==> config.mk <==
export PLATFORM = sky130hd
export DESIGN_NAME = kbd_ctrl
export DESIGN_NICKNAME = d
export VERILOG_FILES = /design/src/design/common.sv /design/src/design/kbd_ctrl.sv /design/src/design/key_event_fifo.sv /design/src/design/scancode_decoder.sv /design/src/design/ps2_rx.sv
export SDC_FILE = /design/constraint.sdc
export NUM_CORES = 1
export LEC_CHECK = 0
export BUFFER_PORTS_ARGS = -buffer_cell sky130_fd_sc_hd__clkbuf_2
export CORE_AREA = 2 2 101 103
export DETAILED_ROUTE_END_ITERATION = 16
export DIE_AREA = 0 0 103 105
export GPL_TIMING_DRIVEN = 0
export PLACE_DENSITY = 0.69
export SYNTH_ARGS = -nofsm -noshare
export SYNTH_HDL_FRONTEND = slang
export SYNTH_SLANG_ARGS = --single-unit
==> constraint.sdc <==
create_clock -name clk_i -period 5.8 [get_ports clk_i]
set_clock_uncertainty 0.15 [all_clocks]
set_input_delay 0.29 -clock clk_i [delete_from_list [all_inputs] [get_ports clk_i]]
set_output_delay 0.29 -clock clk_i [all_outputs]
set_load 0.005 [all_outputs]
==> src/design/common.sv <==
`default_nettype none

package common;

    // one scan-code byte as it comes off the wire
    typedef logic [7:0] byte_t;

    // one key action after prefix folding
    typedef struct packed {
        logic  extended;
        logic  released;
        byte_t code;
    } key_event_t;

    // set 2 prefix bytes
    localparam byte_t PREFIX_EXTENDED = 8'hE0;
    localparam byte_t PREFIX_RELEASE  = 8'hF0;

    // event queue size, a power of two so the pointers wrap on their own
    localparam int EVENT_FIFO_DEPTH = 8;
    localparam int EVENT_FIFO_PTR_W = $clog2(EVENT_FIFO_DEPTH);

endpackage

`default_nettype wire
==> src/design/kbd_ctrl.sv <==
`timescale 1ns/100ps
`default_nettype none

module kbd_ctrl (
    input  wire logic          clk_i,
    input  wire logic          reset_i,

    // keyboard lines, not yet synchronized
    input  wire logic          ps2_clk_i,
    input  wire logic          ps2_data_i,

    // host event port
    output common::key_event_t evt_o,
    output logic               evt_valid_o,
    input  wire logic          evt_ready_i,
    output logic               overflow_o
);

    import common::*;

    byte_t      rx_data;
    logic       rx_valid;
    key_event_t dec_event;
    logic       dec_valid;

    ps2_rx ps2_rx_i (
        .clk_i            (clk_i),
        .reset_i          (reset_i),
        .clk_ps2_async_i  (ps2_clk_i),
        .ps2_data_async_i (ps2_data_i),
        .data_o           (rx_data),
        .valid_o          (rx_valid)
    );

    scancode_decoder scancode_decoder_i (
        .clk_i         (clk_i),
        .reset_i       (reset_i),
        .rx_data_i     (rx_data),
        .rx_valid_i    (rx_valid),
        .event_o       (dec_event),
        .event_valid_o (dec_valid)
    );

    key_event_fifo key_event_fifo_i (
        .clk_i      (clk_i),
        .reset_i    (reset_i),
        .wr_event_i (dec_event),
        .wr_valid_i (dec_valid),
        .rd_event_o (evt_o),
        .rd_valid_o (evt_valid_o),
        .rd_ready_i (evt_ready_i),
        .overflow_o (overflow_o)
    );

endmodule

`default_nettype wire

==> src/design/key_event_fifo.sv <==
`timescale 1ns/100ps
`default_nettype none

module key_event_fifo (
    input  wire logic               clk_i,
    input  wire logic               reset_i,

    // write side, cannot be stalled
    input  wire common::key_event_t wr_event_i,
    input  wire logic               wr_valid_i,

    // host side
    output common::key_event_t      rd_event_o,
    output logic                    rd_valid_o,
    input  wire logic               rd_ready_i,

    // sticky, events were lost
    output logic                    overflow_o
);

    import common::*;

    key_event_t                  mem_r [EVENT_FIFO_DEPTH];
    logic [EVENT_FIFO_PTR_W-1:0] wr_ptr_r;
    logic [EVENT_FIFO_PTR_W-1:0] rd_ptr_r;
    logic [EVENT_FIFO_PTR_W:0]   count_r;
    logic                        full;
    logic                        do_write;
    logic                        do_read;

    assign full     = (count_r == (EVENT_FIFO_PTR_W + 1)'(EVENT_FIFO_DEPTH));
    assign do_write = wr_valid_i && !full;
    assign do_read  = rd_valid_o && rd_ready_i;

    // head entry straight from storage
    assign rd_valid_o = (count_r != '0);
    assign rd_event_o = mem_r[rd_ptr_r];

    always_ff @(posedge clk_i) begin
        if (do_write) begin
            mem_r[wr_ptr_r] <= wr_event_i;
        end
    end

    always_ff @(posedge clk_i) begin
        if (reset_i) begin
            wr_ptr_r   <= '0;
            rd_ptr_r   <= '0;
            count_r    <= '0;
            overflow_o <= 1'b0;
        end else begin
            if (do_write) begin
                wr_ptr_r <= wr_ptr_r + 1'b1;
            end
            if (do_read) begin
                rd_ptr_r <= rd_ptr_r + 1'b1;
            end
            // simultaneous read and write leaves the count alone
            case ({do_write, do_read})
                2'b10:   count_r <= count_r + 1'b1;
                2'b01:   count_r <= count_r - 1'b1;
                default: count_r <= count_r;
            endcase
            if (wr_valid_i && full) begin
                overflow_o <= 1'b1;
            end
        end
    end

endmodule

`default_nettype wire

==> src/design/scancode_decoder.sv <==
`timescale 1ns/100ps
`default_nettype none

module scancode_decoder (
    input  wire logic          clk_i,
    input  wire logic          reset_i,

    // bytes from the receiver
    input  wire common::byte_t rx_data_i,
    input  wire logic          rx_valid_i,

    // folded key events
    output common::key_event_t event_o,
    output logic               event_valid_o
);

    import common::*;

    logic extended_r;
    logic released_r;
    logic is_extended;
    logic is_release;
    logic is_code;

    // classify the incoming byte
    assign is_extended = rx_valid_i && (rx_data_i == PREFIX_EXTENDED);
    assign is_release  = rx_valid_i && (rx_data_i == PREFIX_RELEASE);
    assign is_code     = rx_valid_i && !is_extended && !is_release;

    // pending prefix flags and the output strobe
    always_ff @(posedge clk_i) begin
        if (reset_i) begin
            extended_r    <= 1'b0;
            released_r    <= 1'b0;
            event_valid_o <= 1'b0;
        end else begin
            event_valid_o <= is_code;
            if (is_code) begin
                // flags belong to this code only
                extended_r <= 1'b0;
                released_r <= 1'b0;
            end else begin
                if (is_extended) begin
                    extended_r <= 1'b1;
                end
                if (is_release) begin
                    released_r <= 1'b1;
                end
            end
        end
    end

    // event payload, captured with the strobe
    always_ff @(posedge clk_i) begin
        if (is_code) begin
            event_o.extended <= extended_r;
            event_o.released <= released_r;
            event_o.code     <= rx_data_i;
        end
    end

endmodule

`default_nettype wire

==> src/design/ps2_rx.sv <==
`timescale 1ns/100ps
`default_nettype none

module ps2_rx (
    input  wire logic   clk_i,
    input  wire logic   reset_i,

    // raw lines from the keyboard
    input  wire logic   clk_ps2_async_i,
    input  wire logic   ps2_data_async_i,

    // received byte, one-cycle strobe
    output common::byte_t data_o,
    output logic          valid_o
);

    import common::*;

    typedef enum logic [1:0] {
        IDLE   = 2'b00,
        DATA   = 2'b01,
        PARITY = 2'b10,
        STOP   = 2'b11
    } rx_state_t;

    // [1:0] is the synchronizer, [2] holds the previous level for edge detect
    logic [2:0] clk_sync_r;
    logic       ps2_data_r;
    logic       falling_edge;

    rx_state_t  state_r;
    rx_state_t  state_next;
    logic [2:0] bit_cnt_r;
    logic       parity_r;
    byte_t      shift_r;
    logic       parity_ok;

    always_ff @(posedge clk_i) begin
        if (reset_i) begin
            clk_sync_r <= 3'b111;
            ps2_data_r <= 1'b1;
        end else begin
            clk_sync_r <= {clk_sync_r[1:0], clk_ps2_async_i};
            ps2_data_r <= ps2_data_async_i;
        end
    end

    // keyboard drives data while its clock is high, we sample on the fall
    assign falling_edge = clk_sync_r[2] && !clk_sync_r[1];

    // data bits xor parity bit must come out odd
    assign parity_ok = parity_r ^ ps2_data_r;

    always_comb begin
        state_next = state_r;
        if (falling_edge) begin
            case (state_r)
                IDLE: begin
                    // low start bit opens a frame
                    if (!ps2_data_r) begin
                        state_next = DATA;
                    end
                end
                DATA: begin
                    if (bit_cnt_r == 3'd7) begin
                        state_next = PARITY;
                    end
                end
                PARITY: begin
                    state_next = parity_ok ? STOP : IDLE;
                end
                STOP: begin
                    state_next = IDLE;
                end
                default: begin
                    state_next = IDLE;
                end
            endcase
        end
    end

    always_ff @(posedge clk_i) begin
        if (reset_i) begin
            state_r   <= IDLE;
            bit_cnt_r <= 3'd0;
            parity_r  <= 1'b0;
            valid_o   <= 1'b0;
        end else begin
            state_r <= state_next;
            valid_o <= 1'b0;
            if (falling_edge) begin
                case (state_r)
                    IDLE: begin
                        bit_cnt_r <= 3'd0;
                        parity_r  <= 1'b0;
                    end
                    DATA: begin
                        bit_cnt_r <= bit_cnt_r + 3'd1;
                        parity_r  <= parity_r ^ ps2_data_r;
                    end
                    STOP: begin
                        // low stop bit drops the frame
                        valid_o <= ps2_data_r;
                    end
                    default: begin
                    end
                endcase
            end
        end
    end

    // payload path, lsb arrives first
    always_ff @(posedge clk_i) begin
        if (falling_edge && state_r == DATA) begin
            shift_r <= {ps2_data_r, shift_r[7:1]};
        end
        if (falling_edge && state_r == STOP) begin
            data_o <= shift_r;
        end
    end

endmodule

`default_nettype wire

# Yosys cells after proc, flatten, opt, wreduce, memory -nomap -nowiden
# Memories as Yosys holds them, arrays and structs flattened. A register that Yosys moved wholly into a read port is not among the register bits.
# Cells that the tools add are included.
# classes
n_reduce_logical	22
mux	11
addsub	5
bitwise	3
eq_ne	11
# ops
cell	count
$eq 8x8->1 const B	2
$logic_and 1x1->1	10
$add 3x1->3 const B	3
$pmux 2 s4	1
$pmux 4 s2	1
$eq 2x2->1 const B	3
$mux 2	3
$mux 3	2
$pmux 3 s2	1
$add 4x1->4 const B	1
$eq 2x1->1 const B	2
$eq 4x4->1 const B	1
$logic_not 1->1	4
$reduce_bool 2->1	2
$reduce_bool 4->1	1
$sub 4x1->4 const B	1
$eq 3x3->1 const B	1
$reduce_and 3->1	1
$reduce_or 3->1	1
$logic_not 2->1	1
$mux 1	2
$ne 2x1->1 const B	1
$ne 2x2->1 const B	1
$not 1->1	2
4 further kinds	4
# word_totals
mem_bits_rw	80
input_bits	5
memories	1
register_bits	51
# memory_table
memory	words	word_bits	read_ports	rd_ports_with_merged_regs	wr	line_no	text
key_event_fifo_i.mem_r	8	10	1	1	1	key_event_fifo.sv:23	key_event_t mem_r [EVENT_FIFO_DEPTH];

# Logic depth before layout (Yosys ltp)
# depth
depth_word	6
mapped_depth	11

# Cells and area by module
# From an unflattened synthesis, not the netlist that was laid out.
# hier_totals
hier_cells	282
hier_area_um2	5111.2
# by_module_without_submodules
module	cells_each	area_per_inst_um2	n_inst
key_event_fifo	194	3723.6	1
ps2_rx	66	964.7	1
scancode_decoder	22	422.9	1

# Worst setup path after synthesis
# OpenSTA, ideal clock, no wires.
# synth_timing
path_kind	reg-to-reg
start	register key_event_fifo_i.count_r[1]
end	register key_event_fifo_i.count_r[2]
setup_ns	0.071
required_time_ns	5.579
arrival_time_ns	2.351
setup_slack_ns	3.229
path_buffers	1
path_stages_with_launch	12
path_cell_list	dfxtp_1 buf_6 or4_4 nand2_1 inv_1 ha_1 xor2_1 ha_1 a21oi_1 xor2_1 or3_1 a21oi_1
# synth_lines
element	line_no	text
start: declaration	key_event_fifo.sv:26	logic [EVENT_FIFO_PTR_W:0] count_r;
start signal: assignment	key_event_fifo.sv:60	2'b10: count_r <= count_r + 1'b1;
start signal: assignment	key_event_fifo.sv:61	2'b01: count_r <= count_r - 1'b1;
start signal: assignment	key_event_fifo.sv:62	default: count_r <= count_r;
$reduce_bool 4->1 *	key_event_fifo.sv:36	assign rd_valid_o = (count_r != '0);
net evt_valid_o	kbd_ctrl.sv:14	output logic evt_valid_o,
$logic_and 1x1->1 *	key_event_fifo.sv:33	assign do_read = rd_valid_o && rd_ready_i;
net key_event_fifo_i.do_read	key_event_fifo.sv:29	logic do_read;
$eq 2x1->1 / $eq 2x2->1 (equally long branches)	key_event_fifo.sv:59	case ({do_write, do_read})
$pmux 4 s2 / $reduce_bool 2->1 (equally long branches)	n/a	
# The timed path passes the listed nets; every way through them passes the cells marked *.
# A chain may end at the register's enable or synchronous reset.

# Final worst setup path
# layout_timing
start	register key_event_fifo_i.count_r[1]
end	register key_event_fifo_i.count_r[2]
# layout_lines
element	line_no
$reduce_bool 4->1 *	key_event_fifo.sv:36
$logic_and 1x1->1 *	key_event_fifo.sv:33
net key_event_fifo_i.do_read	key_event_fifo.sv:29
$eq 2x1->1 / $eq 2x2->1 (equally long branches)	key_event_fifo.sv:59
$pmux 4 s2 / $reduce_bool 2->1 (equally long branches)	n/a
# Marked as above.

==> reports/metrics.csv <==
metric,value,unit
run status,"finished, final reports clean",
worst endpoint data arrival time,3.02,ns
r2r startpoint,key_event_fifo_i.count_r[1]$_SDFFE_PP0P_,
cell taking the most area after synthesis,edfxtp_1,
crit path capture type,flop,
"Setup violations, final",0,
CP Max Fanout,8,
ranking of synthesized cells by area,"edfxtp_1 (63%), dfxtp_1 (11%), mux4_2 (8.9%), mux2_2 (2.4%), ha_1 (1.7%)",
Iteration-0 DRC Markers,160,
Avg Inst Size Synth,18.0,um2
peak supply drop,199,uV
met2 Track Usage GR,0.283,
worst reg-to-reg path cell count,11,
IO buf count,15,
"Cell Area, Synth",5060,um2
Synth warnings,0,
die height,105,um
number of fillers in the final layout,731,
P_leak,1.97,nW
fraction of synthesized area in multiplexers,0.117,
row count,36,
CTS tree,yes,
Worst R2R Setup Slack,3.07,ns
worst path cell trace,buf_6 > or4_4 > nand2_1 > inv_1 > ha_1 > xor2_1 > ha_1 > a21oi_1 > xor2_1 > or3_1 > a21oi_1,
Antenna Nets Post-Route,0,
initial antenna violation count,0,
Post-Syn Instances,282,
Synth Register Bits,134,
Comb power frac,0.005,
slowest CP cell,or4_4,
layout net count,336,
hold endpoint,key_event_fifo_i.count_r[3]$_SDFFE_PP0P_,
Vias/cell,5.30,
Die Area,10800,um2
TritonCTS buffer count,17,
Synth Area in Compound Gates,0.0215,
kind of critical path,reg2reg,
setup_tns,0,ns
largest family of logic cells by synthesized area,multiplexers,
Post-DP HPWL,5.36,mm
Final Hold Fails,0,
pwr/cell area,342,nW/um2
n_diodes,0,
Max stage delay on crit path,0.53,ns
Critical R2R Capture,key_event_fifo_i.count_r[2]$_SDFFE_PP0P_,
vias post-DR,2493,
Tot GR Track Use,0.174,
hold path depth,3,
Clock Path Buffers,2,
GRT met3 Usage,0.0482,
max cap viols,0,
period utilization,0.470,
later-pin clock latency in the skew report,0.51,ns
Worst EP required,6.09,ns
GRT met1 Usage,0.215,
Slew headroom,0.250,
Switching Share,0.198,
Crit path buffers/inverters,2,
drt wl/cell,17.9,um
clock slew at reported path FFs,0.06,ns
Post-Synth Simple-Gate Area,0.0746,
min Tclk post-route,2.73,ns
DRC Markers,0,
root buffer cell,clkbuf_8,
H-tree levels,4,
worst hold path class,in2reg,
gpl congestion,0.702,
Starting Density,0.525,
actual slew at the worst max-slew pin,1.12,ns
CP top delay family,simple AND/OR/NAND/NOR gates,
share of cells above drive strength 1,0.303,
largest net degree at the start of global routing,17,
final worst setup slack,3.07,ns
first-pass GRT wire length,13.5,mm
Clk pwr share,0.494,
Syn Nets,294,
XOR/XNOR Fraction of Synth Area,0.0153,
CP startpoint kind,flop,
Hold Crit Start,reset_i,
Synth top area share,0.629,
Synth Area in Adders,0.0173,
Internal Pwr Total,1.64,mW
register share of total power,0.501,
Synth cell types,40,
sequential-to-total area share from yosys stat,0.739,
total congestion overflow,0,
io pins,17,
Die X-Extent,103,um
Synth-to-Final Area Change,18.2,%
Net Switching,0.404,mW
WL final,8.44,mm
DP Worst Slack,3.08,ns
grt peak-use layer,met2,
RSZ-0062 raised after global routing,false,
"Slew Viols, Final",0,
CORE AREA,9640,um2
DRT Pass-1 Iters,4,
fmax,367,MHz
vias in the first global route,2575,
clk sinks,134,
[synth_stat cells (all sizes together)]
library cell  instances
mux2                 11
or2                   4
edfxtp              106
nor3                  5
or3                   1
or4                   1
xnor2                 1
buf                   5
nand3                 7
mux2i                 2
o21ai                 4
nand2                 9
clkbuf                6
or4b                  1
o41ai                 1
a32o                  1
dfxtp                28
nor4                  1
and2                  1
and3                  1
nand2b                6
nor2                 20
nor2b                 3
and3b                 1
nand4b                2
o22ai                 1
xor2                  7
ha                    7
nand3b                1
a21oi                12
inv                   4
mux4                 20
nor3b                 2
[power by group through the flow]
stage	combinational, mW	sequential (mW)	clock, mW
2_1_floorplan	0.00574	1.04	0
5_1_grt	0.0115	1.02	1.07
3_3_place_gp	0.00868	1.05	0
6_report	0.0103	1.02	1.01
4_1_cts	0.0103	1.02	1.02
3_5_place_dp	0.00870	1.05	0
[sequential cells by signal, summed over array words and instances, names as in the netlist, 4 cells and up, named ones only]
signal,cells
key_event_fifo_i.count_r,4
scancode_decoder_i.event_o,10
key_event_fifo_i.mem_r,80
ps2_rx_i.shift_r,8
ps2_rx_i.data_o,8
[cells by family after synthesis]
| kind of cell | after synthesis |
|---|---|
| XOR/XNOR | 8 |
| multiplexers | 33 |
| flip-flops | 134 |
| AND/OR/NAND/NOR | 66 |
| buffers and inverters | 15 |
| AO/OA/AOI/OAI | 19 |
| adder cells (fa/ha/maj) | 7 |
[how the worst max path moves through the flow]
stage / start / end / slack, ns / cells past startpoint
after detailed placement: key_event_fifo_i.count_r[1]$_SDFFE_PP0P_ / key_event_fifo_i.count_r[2]$_SDFFE_PP0P_ / 3.08 / 11
after floorplan: key_event_fifo_i.count_r[1]$_SDFFE_PP0P_ / key_event_fifo_i.count_r[2]$_SDFFE_PP0P_ / 3.23 / 11
final: key_event_fifo_i.count_r[1]$_SDFFE_PP0P_ / key_event_fifo_i.count_r[2]$_SDFFE_PP0P_ / 3.07 / 11
after CTS: key_event_fifo_i.count_r[1]$_SDFFE_PP0P_ / key_event_fifo_i.count_r[2]$_SDFFE_PP0P_ / 3.06 / 11
after global placement: key_event_fifo_i.count_r[0]$_SDFFE_PP0P_ / key_event_fifo_i.mem_r[0][5]$_DFFE_PP_ / 2.54 / 4
after global routing: key_event_fifo_i.count_r[1]$_SDFFE_PP0P_ / key_event_fifo_i.count_r[2]$_SDFFE_PP0P_ / 2.90 / 11
[per-stage QoR]
stage / power [mW] / util / area [um2] / std cells / hold WS, ns
floorplan: 1.05 / - / 5060 / 282 / 0.239
global placement: 1.05 / 0.550 / 5310 / 430 / 0.244
global route: 2.10 / 0.621 / 5990 / 470 / 0.121
CTS: 2.06 / 0.621 / 5990 / 470 / 0.0779
finish: 2.04 / 0.621 / 5990 / 470 / 0.0887
detailed placement: 1.05 / 0.559 / 5390 / 435 / 0.252
[per-layer routing]
| layer | routed length (um) | share of wire |
|---|---|---|
| met5 | 0 | 0 |
| met2 | 4470 | 0.53 |
| met1 | 3390 | 0.40 |
| met3 | 457 | 0.054 |
| met4 | 120 | 0.014 |
[final cells by class]
cell class	instances	area, um2	share of cell area
Tap cell	133	166	0.0278
Sequential cell	134	3740	0.625
Inverter	4	15.0	0.00251
Buffer	11	58.8	0.00982
Timing Repair Buffer	23	161	0.0270
Clock inverter	15	154	0.0257
Clock buffer	17	414	0.0692
Multi-Input combinational cell	133	1270	0.213
[tightest hold or removal path, cell delays in order]
cell and delay [ns]:
clkbuf_1 0.17, nor2_1 0.12, mux2_2 0.14
[layout by cell type (no fill, tap or decap), types with 6 or more instances in the layout]
master and count:
edfxtp_1 106, dfxtp_1 28, mux4_2 20, nor2_1 20, clkbuf_16 16, clkbuf_2 15, mux2_2 11, a21oi_1 11
buf_6 7, nand2_1 7, ha_1 7, clkbuf_1 6, xor2_1 6, nand2b_1 6, nand3_1 6
[repair_timing]
item                                   in CTS  in global routing
setup buffers                               0                  0
gates resized for setup                     0                  0
hold buffers                                3                  0
endpoints found under the hold margin       4                  0
Power figures use the tool's default switching activity.
